===== config.mk =====
export PLATFORM = sky130hd
export DESIGN_NAME = mac_test_top
export DESIGN_NICKNAME = d
export VERILOG_FILES = /design/src/mac_test_pkg.sv /design/src/lfsr_scrambler.sv /design/src/crc32_byte.sv /design/src/frame_tx_gen.sv /design/src/rx_fcs_strip.sv /design/src/frame_rx_check.sv /design/src/mac_test_top.sv
export SDC_FILE = /design/constraint.sdc
export NUM_CORES = 1
export LEC_CHECK = 0
export ABC_AREA = 1
export BUFFER_PORTS_ARGS = -buffer_cell sky130_fd_sc_hd__buf_2
export CORE_ASPECT_RATIO = 0.8
export CORE_MARGIN = 2
export CORE_UTILIZATION = 60
export DETAILED_ROUTE_END_ITERATION = 6
export PLACE_DENSITY = 0.78
export SETUP_SLACK_MARGIN = 0.4
export SLEW_MARGIN = 5
export SYNTH_ARGS = -nofsm -noshare
export SYNTH_HDL_FRONTEND = slang
export SYNTH_HIERARCHICAL = 1
export SYNTH_SLANG_ARGS = --single-unit

===== constraint.sdc =====
create_clock -name clk -period 6.26 [get_ports clk]
set_input_delay 0.313 -clock clk [delete_from_list [all_inputs] [get_ports clk]]
set_output_delay 0.313 -clock clk [all_outputs]
set_load 0.005 [all_outputs]

===== src/mac_test_pkg.sv =====
/*
 * mac loopback tester shared types
 * widths, CRC and scrambler constants, stream structs and FSM states
 */
package mac_test_pkg;

    typedef logic [7:0]  byte_t;
    typedef logic [7:0]  frame_len_t;  // payload length, 1 to 255
    typedef logic [15:0] frame_cnt_t;
    typedef logic [31:0] crc_t;
    typedef logic [15:0] lfsr_t;

    // x^16+x^15+x^13+x^4+1, Fibonacci form with the state shifting left
    localparam lfsr_t SCRAMBLER_INIT = 16'h55AA;
    localparam lfsr_t SCRAMBLER_TAPS = 16'hD008;

    localparam crc_t CRC_POLY    = 32'hEDB88320;
    localparam crc_t CRC_INIT    = 32'hFFFFFFFF;
    localparam crc_t CRC_RESIDUE = 32'hDEBB20E3;  // raw register after data plus FCS
    localparam int   FCS_BYTES   = 4;

    typedef struct packed {
        byte_t data;
        logic  valid;
        logic  sof;
        logic  eof;
    } mac_stream_t;

    typedef struct packed {
        logic cmp;  // payload mismatch
        logic crc;
        logic fr;   // error reported by the PHY
    } rx_err_t;

    typedef enum logic [1:0] {TX_IDLE, TX_PAYLOAD, TX_FCS} tx_state_t;

    typedef enum logic [1:0] {RX_IDLE, RX_RXSTART, RX_RX, RX_ERR} rx_state_t;

endpackage


===== src/lfsr_scrambler.sv =====
/*
 * 16-bit LFSR data scrambler
 * advances eight steps per enabled byte, reloads on load
 */
`timescale 1ns/1ps

module lfsr_scrambler import mac_test_pkg::*; (
    input  logic  clk,
    input  logic  rst_n,
    input  logic  load,
    input  logic  en,
    output byte_t data
);

    lfsr_t state;

    function automatic lfsr_t step8(lfsr_t s);
        lfsr_t t;
        t = s;
        for (int i = 0; i < 8; i++) begin
            t = {t[14:0], ^(t & SCRAMBLER_TAPS)};
        end
        return t;
    endfunction

    always_ff @(posedge clk) begin
        if (!rst_n) begin
            state <= SCRAMBLER_INIT;
        end else if (load) begin
            state <= SCRAMBLER_INIT;
        end else if (en) begin
            state <= step8(state);
        end
    end

    assign data = state[7:0];  // byte consumed on the cycle en is high

endmodule


===== src/crc32_byte.sv =====
/*
 * byte-wide Ethernet CRC-32 accumulator
 * reflected update, clear restarts the register from all ones
 */
`timescale 1ns/1ps

module crc32_byte import mac_test_pkg::*; (
    input  logic  clk,
    input  logic  rst_n,
    input  logic  clear,
    input  logic  en,
    input  byte_t data,
    output crc_t  crc
);

    crc_t seed;

    function automatic crc_t crc_update(crc_t c, byte_t d);
        crc_t t;
        t = c ^ {24'd0, d};
        for (int i = 0; i < 8; i++) begin
            t = t[0] ? ((t >> 1) ^ CRC_POLY) : (t >> 1);
        end
        return t;
    endfunction

    // clear with en folds the first byte of a new frame in straight away
    assign seed = clear ? CRC_INIT : crc;

    always_ff @(posedge clk) begin
        if (!rst_n) begin
            crc <= CRC_INIT;
        end else if (en) begin
            crc <= crc_update(seed, data);
        end else if (clear) begin
            crc <= CRC_INIT;
        end
    end

endmodule


===== src/frame_tx_gen.sv =====
/*
 * frame generator
 * sends len scrambled payload bytes, then the four FCS bytes LSB first
 */
`timescale 1ns/1ps

module frame_tx_gen import mac_test_pkg::*; (
    input  logic        clk,
    input  logic        rst_n,
    input  logic        arm,
    input  logic        send,
    input  frame_len_t  len,
    output mac_stream_t tx,
    output logic        busy
);

    tx_state_t  state;
    frame_len_t cnt;
    frame_len_t last_idx;
    byte_t      scr_data;
    crc_t       crc;
    crc_t       fcs;
    logic       pay_beat;
    logic       first_beat;

    assign pay_beat   = (state == TX_PAYLOAD);
    assign first_beat = pay_beat && (cnt == '0);
    assign fcs        = ~crc;

    // scrambler keeps running across frames, only arm restarts it
    lfsr_scrambler scr_i (
        .clk  (clk),
        .rst_n(rst_n),
        .load (arm),
        .en   (pay_beat),
        .data (scr_data)
    );

    crc32_byte crc_i (
        .clk  (clk),
        .rst_n(rst_n),
        .clear(first_beat),
        .en   (pay_beat),
        .data (scr_data),
        .crc  (crc)
    );

    always_ff @(posedge clk) begin
        if (!rst_n) begin
            state <= TX_IDLE;
            cnt   <= '0;
        end else begin
            case (state)
                TX_IDLE: begin
                    if (send) begin  // send while busy falls through the other states
                        state <= TX_PAYLOAD;
                        cnt   <= '0;
                    end
                end
                TX_PAYLOAD: begin
                    if (cnt == last_idx) begin
                        state <= TX_FCS;
                        cnt   <= '0;
                    end else begin
                        cnt <= cnt + 1'b1;
                    end
                end
                TX_FCS: begin
                    if (cnt == frame_len_t'(FCS_BYTES - 1)) begin
                        state <= TX_IDLE;
                    end else begin
                        cnt <= cnt + 1'b1;
                    end
                end
                default: state <= TX_IDLE;
            endcase
        end
    end

    always_ff @(posedge clk) begin
        if (state == TX_IDLE && send) begin
            last_idx <= len - 8'd1;
        end
    end

    always_comb begin
        tx.valid = (state != TX_IDLE);
        tx.sof   = first_beat;
        tx.eof   = (state == TX_FCS) && (cnt == frame_len_t'(FCS_BYTES - 1));
        tx.data  = pay_beat ? scr_data : fcs[{cnt[1:0], 3'b000} +: 8];
    end

    assign busy = (state != TX_IDLE);

endmodule


===== src/rx_fcs_strip.sv =====
/*
 * receive FCS stage
 * holds back four bytes, strips the FCS and flags the frame at payload eof
 */
`timescale 1ns/1ps

module rx_fcs_strip import mac_test_pkg::*; (
    input  logic        clk,
    input  logic        rst_n,
    input  mac_stream_t rx,
    input  logic        rx_fr_err,
    output mac_stream_t payload,
    output logic        fr_good,
    output logic        fr_err
);

    byte_t              sr_data [FCS_BYTES];
    logic [FCS_BYTES-1:0] sr_sof;
    logic [2:0]         fill;
    logic               err_acc;
    logic               err_next;
    logic               release_beat;
    crc_t               crc;

    crc32_byte crc_i (
        .clk  (clk),
        .rst_n(rst_n),
        .clear(rx.valid && rx.sof),
        .en   (rx.valid),
        .data (rx.data),
        .crc  (crc)
    );

    // oldest held byte leaves once four newer bytes stand behind it
    assign release_beat = rx.valid && !rx.sof && (fill == 3'(FCS_BYTES));
    assign err_next     = (err_acc && !rx.sof) || rx_fr_err;

    always_ff @(posedge clk) begin
        if (rx.valid) begin
            sr_data[0] <= rx.data;
            sr_sof[0]  <= rx.sof;
            for (int i = 1; i < FCS_BYTES; i++) begin
                sr_data[i] <= sr_data[i-1];
                sr_sof[i]  <= sr_sof[i-1];
            end
        end
    end

    always_ff @(posedge clk) begin
        if (!rst_n) begin
            fill    <= '0;
            err_acc <= 1'b0;
            payload <= '0;
        end else begin
            if (rx.valid) begin
                err_acc <= err_next;
                if (rx.eof) begin
                    fill <= '0;
                end else if (rx.sof) begin
                    fill <= 3'd1;
                end else if (fill != 3'(FCS_BYTES)) begin
                    fill <= fill + 1'b1;
                end
            end
            payload.valid <= release_beat;
            payload.data  <= sr_data[FCS_BYTES-1];
            payload.sof   <= release_beat && sr_sof[FCS_BYTES-1];
            payload.eof   <= release_beat && rx.eof;  // last FCS byte in means last payload byte out
        end
    end

    // both registers still hold the finished frame during the payload eof beat
    assign fr_good = payload.eof && (crc == CRC_RESIDUE);
    assign fr_err  = payload.eof && err_acc;

endmodule


===== src/frame_rx_check.sv =====
/*
 * receive checker
 * compares payload against a local scrambler, latches error causes, counts good frames
 */
`timescale 1ns/1ps

module frame_rx_check import mac_test_pkg::*; (
    input  logic        clk,
    input  logic        rst_n,
    input  logic        arm,
    input  mac_stream_t payload,
    input  logic        fr_good,
    input  logic        fr_err,
    output rx_err_t     err,
    output logic        err_any,
    output frame_cnt_t  good_cnt
);

    rx_state_t state;
    byte_t     scr_data;
    logic      check_beat;
    logic      mism;
    logic      crc_bad;
    logic      fr_bad;

    // bytes before the first sof after arm are not checked
    assign check_beat = payload.valid &&
                        ((state == RX_RX) || (state == RX_RXSTART && payload.sof));

    assign mism    = (payload.data != scr_data);
    assign crc_bad = payload.eof && !fr_good;
    assign fr_bad  = payload.eof && fr_err;

    lfsr_scrambler scr_i (
        .clk  (clk),
        .rst_n(rst_n),
        .load (arm),
        .en   (check_beat),
        .data (scr_data)
    );

    always_ff @(posedge clk) begin
        if (!rst_n) begin
            state    <= RX_IDLE;
            err      <= '0;
            err_any  <= 1'b0;
            good_cnt <= '0;
        end else if (arm) begin
            state   <= RX_RXSTART;  // good_cnt is kept across arm
            err     <= '0;
            err_any <= 1'b0;
        end else if (state == RX_ERR) begin
            err_any <= |err;  // held here until the next arm
        end else if (check_beat) begin
            if (mism || crc_bad || fr_bad) begin
                err.cmp <= mism;
                err.crc <= crc_bad;
                err.fr  <= fr_bad;
                state   <= RX_ERR;
            end else begin
                state <= RX_RX;
                if (payload.eof) begin
                    good_cnt <= good_cnt + 1'b1;
                end
            end
        end
    end

endmodule


===== src/mac_test_top.sv =====
/*
 * loopback frame tester top
 * generator on the transmit side, FCS stage and checker on the receive side
 */
`timescale 1ns/1ps

module mac_test_top import mac_test_pkg::*; (
    input  logic        clk,
    input  logic        rst_n,
    input  logic        arm,
    input  logic        send,
    input  frame_len_t  len,
    output mac_stream_t mac_tx,
    output logic        tx_busy,
    input  mac_stream_t mac_rx,
    input  logic        mac_rx_fr_err,
    output rx_err_t     err,
    output logic        err_any,
    output frame_cnt_t  good_cnt
);

    mac_stream_t payload;
    logic        fr_good;
    logic        fr_err;

    frame_tx_gen tx_gen_i (
        .clk  (clk),
        .rst_n(rst_n),
        .arm  (arm),
        .send (send),
        .len  (len),
        .tx   (mac_tx),
        .busy (tx_busy)
    );

    rx_fcs_strip fcs_strip_i (
        .clk      (clk),
        .rst_n    (rst_n),
        .rx       (mac_rx),
        .rx_fr_err(mac_rx_fr_err),
        .payload  (payload),
        .fr_good  (fr_good),
        .fr_err   (fr_err)
    );

    frame_rx_check rx_check_i (
        .clk     (clk),
        .rst_n   (rst_n),
        .arm     (arm),
        .payload (payload),
        .fr_good (fr_good),
        .fr_err  (fr_err),
        .err     (err),
        .err_any (err_any),
        .good_cnt(good_cnt)
    );

endmodule


# == After elaboration in Yosys (flattened, before gate mapping) ==
# Memory sizes are Yosys's and may differ from the RTL's. A register that Yosys moved wholly into a read port is not among the register bits.
# Index checks and enable logic that the tools add are counted.
# totals
regBits,147
ramBits,32
input_bits,24
out_inout_bits,32
elab_cells,156
n_memories,1
# memory_table
memory,depth,width,read_ports,rd_ports_with_merged_regs,write_ports,line,rtl
fcs_strip_i.sr_data,4,8,4,1,4,rx_fcs_strip.sv:17,byte_t sr_data [FCS_BYTES];
# classes
n_addsub,4
n_eq_ne,16
shifts,1
n_mux,38
n_bitwise,23
n_reduce_logical,53
# ops
cell,n
2-to-1 mux 32 bit,20
XOR reduction 16 bit,16
inverter 13 -> 14 bit,16
bitwise XOR 32 x 8 -> 32 bit,2
"== test 32 bit, second input constant",1
2-to-1 mux 8 bit,4
inverter 32 bit,1
indexed part select 32 x 6 -> 8 bit,1
case mux 8 bit (3 select lines),1
"adder 16 x 1 -> 16 bit, second input constant",1
logical AND 1 bit,15
2-to-1 mux 3 bit,3
AND reduction 3 bit,3
"adder 8 x 1 -> 8 bit, second input constant",1
"== test 8 x 2 -> 1 bit, second input constant",1
== test 8 bit,1
zero test 8 bit,1
"inequality test 2 bit, second input constant",4
inequality test 8 bit,1
"subtractor 8 x 1 -> 8 bit, second input constant",1
"== test 2 bit, second input constant",3
2-to-1 mux 1 bit,6
2-to-1 mux 2 bit,3
case mux 2 bit (3 select lines),1
15 further kinds,28

# == Longest topological paths before layout ==
# logic_depth
word_depth,21
mapped_depth,20
depth_no_buf,17

# == Hierarchy ==
# The synthesis kept the hierarchy.
# modules_own_cells
mod,n_inst,cells_each,area_per_inst_um2,seq_area_each_um2
crc32_byte at fcs_strip_i.crc_i,1,441,2680.1,640.6
crc32_byte at tx_gen_i.crc_i,1,442,2610.0,640.6
lfsr_scrambler,2,172,1056.0,320.3
rx_fcs_strip,1,143,1783.0,1381.3
frame_rx_check,1,258,1549.0,440.4
frame_tx_gen,1,213,1503.9,440.4

# == Least setup slack after synthesis ==
# Ideal clock, no wire load.
# synth_timing
kind,flip-flop to flip-flop
start,register tx_gen_i.cnt[1]
end,register tx_gen_i.crc_i.crc[16]
setup_time_ps,113
t_arrival_ps,2042
required_time_ps,6147
setup_slack_ps,4105
stages_incl_launch_ff,20
path_buffers,2
path_cell_list,dfxtp_1 inv_1 clkbuf_1 ha_1 nand3_1 nor2_1 buf_6 inv_6 nand2_1 nand2_1 nand2_2 nand2_1 nand2_2 inv_2 nand2_2 nand2_1 nand2_1 nand2_1 nand2_1 nand2_1
# synth_between
elab_chain_cells,17
# synth_lines
item,line,rtl
start: declaration,frame_tx_gen.sv:18,frame_len_t cnt;
start signal: assignment,frame_tx_gen.sv:65,cnt <= cnt + 1'b1;
start signal: assignment,frame_tx_gen.sv:72,cnt <= cnt + 1'b1;
zero test 8 bit (*),frame_tx_gen.sv:27,assign first_beat = pay_beat && (cnt == '0);
logical AND 1 bit (*),frame_tx_gen.sv:27,
net tx_gen_i.first_beat,frame_tx_gen.sv:24,logic first_beat;
2-to-1 mux 32 bit (*),crc32_byte.sv:28,assign seed = clear ? CRC_INIT : crc;
bitwise XOR 32 x 8 -> 32 bit,crc32_byte.sv:20,"t = c ^ {24'd0, d};"
inverter 13 -> 14 bit (no source line),--,
2-to-1 mux 32 bit (2 in a row),crc32_byte.sv:22,t = t[0] ? ((t >> 1) ^ CRC_POLY) : (t >> 1);
inverter 13 -> 14 bit (no source line),--,
2-to-1 mux 32 bit,crc32_byte.sv:22,
inverter 13 -> 14 bit (no source line),--,
2-to-1 mux 32 bit,crc32_byte.sv:22,
inverter 13 -> 14 bit (no source line),--,
2-to-1 mux 32 bit (4 in a row),crc32_byte.sv:22,
2-to-1 mux 32 bit (*),crc32_byte.sv:33,end else if (en) begin
end signal: assignment,crc32_byte.sv:34,"crc <= crc_update(seed, data);"
end: declaration,crc32_byte.sv:13,output crc_t crc
# Mark *: on every way through the listed nets, which the timed path passes. The rest lies on a longest branch.
# A chain may end at the register's enable or synchronous reset.

# == Worst setup path in the final report ==
# layout_timing
start,register tx_gen_i.state[1]
end,register tx_gen_i.crc_i.crc[23]
# layout_between
elab_chain_cells,19
# layout_lines
item,line,rtl
start: declaration,frame_tx_gen.sv:17,tx_state_t state;
start signal: assignment,frame_tx_gen.sv:50,state <= TX_IDLE;
start signal: assignment,frame_tx_gen.sv:56,state <= TX_PAYLOAD;
start signal: assignment,frame_tx_gen.sv:62,state <= TX_FCS;
== test 2 x 1 -> 1 bit (*),frame_tx_gen.sv:26,assign pay_beat = (state == TX_PAYLOAD);
net tx_gen_i.pay_beat,frame_tx_gen.sv:23,logic pay_beat;
logical AND 1 bit,frame_tx_gen.sv:27,
2-to-1 mux 32 bit,crc32_byte.sv:28,
bitwise XOR 32 x 8 -> 32 bit,crc32_byte.sv:20,
inverter 13 -> 14 bit (no source line),--,
2-to-1 mux 32 bit,crc32_byte.sv:22,
inverter 13 -> 14 bit (no source line),--,
(+3 left out),--,
2-to-1 mux 32 bit,crc32_byte.sv:22,
inverter 13 -> 14 bit (no source line),--,
2-to-1 mux 32 bit (2 in a row),crc32_byte.sv:22,
inverter 13 -> 14 bit (no source line),--,
2-to-1 mux 32 bit,crc32_byte.sv:22,
inverter 13 -> 14 bit (no source line),--,
2-to-1 mux 32 bit,crc32_byte.sv:22,
2-to-1 mux 32 bit (*),crc32_byte.sv:33,
# Marks and branches as above.

==> impl_metrics.yaml <==
detailed_routing:
  detailedRoute.firstIterationViolations: 1150
  drc: 5
  avgRoutedWirePerCell_um: 14.6
  detail-route-antenna-nets: 0
  via_per_inst: 5.41
  drtPass1Iterations: 7
  num_vias: 11500
  drt-total-wl_mm: 31.1
setup_path:
  ff2ff_path_depth: 17
  path_class: "register to register"
  end_kind: "register"
  critPathLaunch: "tx_gen_i/state[1]"
  worstPathRequired_ns: 6.60
  r2r_start: "tx_gen_i/state[1]"
  path_max_fanout: 78
  crit_path_start_kind: "register"
  arrival_ns: 3.64
synth:
  syn-num-nets: 1874
  netlist_instances: 1841
  synth_warnings: 6
  ys_seq_area_share_pct: 34.2
  synth-edff-count: 44
  synth_cell_type_count: 47
  synth-async-reset-ratio_pct: 0
  avgSynthCellArea_sq_um: 6.65
  synth_top_flop_cell: "dfxtp_1"
  synth_seq_cells: 187
  syn_area_sq_um: 12200
pwr:
  powerDensity_nw_per_um2: 384
  p_leak_nw: 6.48
  ir_drop_mv: 0.207
placed_design:
  place_ws_ns: 2.98
  dpl_cell_area_sq_um: 12400
  hpwlAfterDp_mm: 22.0
  placement.io_buffers: 55
  gp_congestion: 0.943
  dp.cells: 2101
timing:
  setup_viol: 0
  period_minus_slack_ns: 3.30
  fin_skew_ns: 0.0153
  timing.hold.ws_ns: 0.0984
  layout_setup_ws_ns: 2.96
  drv_slew: 0
  max_freq_mhz: 303
  post-route-period-util_pct: 52.7
  hold_violations: 0
  rsz0062_at_grt: "false"
  slew_headroom_pct: 31.1
  setup_tns_ns: 0
  tightest_slew_ns: 1.03
cts:
  cts_hold_buf: 0
  root_buffer: "clkbuf_16"
  clock_sinks: 187
  cts_resized: 0
  clkTransAtPathRegs_ns: 0.08
  htree_num_levels: 4
  worst_skew_pair.late_latency_ns: 0.45
  cts_setup_buffers: 0
  cts_tree: "built"
  cts_buffers: 17
  cts_buffer_depth: 2
floorplan:
  start_util_pct: 61.5
  die_w_um: 164
  die_h_um: 132
  rows: 46
  io_pins: 56
  coreArea_sq_um: 19900
  dieArea_sq_um: 21600
finish:
  fill_cells: 1820
  finish.instance_area_sq_um: 13000
  mostFrequentLayoutCell: "nand2_1"
  final_cells: 2133
  area_growth_pct: 6.59
  finalNetCount: 1889
  antenna_cells: 0
  layout-drive-gt1-share_pct: 13.7
  final_cell_mix: "610 x nand2_1, 198 x inv_1, 185 x nor2_1"
status:
  violations: "DRC"
  run_status: "finished, violations left"
global_routing:
  grt_max_degree: 80
  antenna_found_initial: 0
  grt_use_met1_pct: 40.7
  grtUsageMet2_pct: 45.2
  grt_util_met3_pct: 4.78
  track_usage_pct: 28.9
  top_usage_layer: "met2"
  grt_overflow_total: 0
  grt_pass1_wl_mm: 50.4
  grt_pass1_vias: 10400
min_path:
  hp-start: "mac_rx[8]"
  worstHoldPathCells: 1
  min_path_type: "input pin to register"
run:
  maxCapViolCount: 0
-- routing by layer --
| layer | routed length (um) | part of all wire (%) | up-vias |
|---|---|---|---|
| met1 | 14300 | 46 | 5234 |
| met3 | 2310 | 7.4 | 66 |
| met2 | 13800 | 45 | 427 |
| met5 | 0 | 0 | - |
| li1 | - | - | 5802 |
| met4 | 654 | 2.1 | 0 |
-- layout make-up --
cell class | instances | area [sq um] | share of cell area [%]
Tap cell | 264 | 330 | 2.53
Multi-Input combinational cell | 1362 | 6730 | 51.6
Clock inverter | 14 | 151 | 1.16
Timing Repair Buffer | 61 | 320 | 2.46
Clock buffer | 18 | 450 | 3.45
Sequential cell | 187 | 4180 | 32.1
Inverter | 227 | 877 | 6.72
-- Yosys cell counts (all sizes together) (4+ instances only) --
cell	number	share of area [%]
nor2	216	7.8
o211ai	10	0.61
xor2	49	3.5
nand3	142	6.0
dfxtp	143	23
edfxtp	44	11
nand4	23	1.7
a22oi	8	0.49
o21ai	65	2.8
xnor2	29	2.1
clkinv	4	0.12
ha	9	0.92
clkbuf	15	0.59
buf	50	3.1
nand2	695	24
a21oi	96	3.9
nand3b	5	0.31
nor3	11	0.54
inv	223	7.0
-- power breakdown --
part	switching (mW)	internal [mW]	total, mW
clock network	0.539	0.557	1.10
registers	0.174	1.41	1.59
logic	1.58	0.750	2.33
total	2.29	2.72	5.01
-- worst max-delay path, cell delays in order, from the launching register on --
cell and delay (ns):
dfxtp_1 0.32, inv_1 0.09, ha_2 0.17, buf_4 0.60, nand3_1 0.24, nor2_4 0.14, buf_4 0.43, inv_6 0.10
nand2_2 0.10, nand2_1 0.06, nand2_2 0.21, nand2_1 0.09, nand2_2 0.17, nand2_1 0.09, nand2_2 0.12, nor2_4 0.05
nand2_1 0.10, nand3_1 0.07
-- per-stage QoR --
step	total power, mW	utilization, %
2_1_floorplan	3.37	-
3_3_place_gp	3.84	62.5
3_5_place_dp	3.86	62.5
4_1_cts	4.98	65.5
5_1_grt	5.33	65.5
6_report	5.01	65.5
-- state kept, by name, indices dropped and copies added (netlist names), 11 cells and up --
signal / cells
fcs_strip_i/crc_i/crc: 32
fcs_strip_i/sr_data: 32
tx_gen_i/crc_i/crc: 32
rx_check_i/good_cnt: 16
rx_check_i/scr_i/state: 16
tx_gen_i/scr_i/state: 16
fcs_strip_i/payload: 11
-- path summary, 6_finish.rpt --
kind / end / slack, ns
worst max-delay path: tx_gen_i/crc_i/crc[23] / 2.96
worst min register to register: fcs_strip_i/sr_data[2][2] / 0.42
worst max register to register: tx_gen_i/crc_i/crc[23] / 2.96
worst min-delay path: fcs_strip_i/sr_data[0][5] / 0.1
-- logic make-up after synthesis --
family	share of synthesized area (%)
AOI/OAI and AO/OA	8.04
xor gates and xnor gates	5.64
adders and majority gates	0.920
buffers and inverters	10.9
DFF	34.2
and+or+nand+nor	40.3
Power figures use the tool's default switching activity.
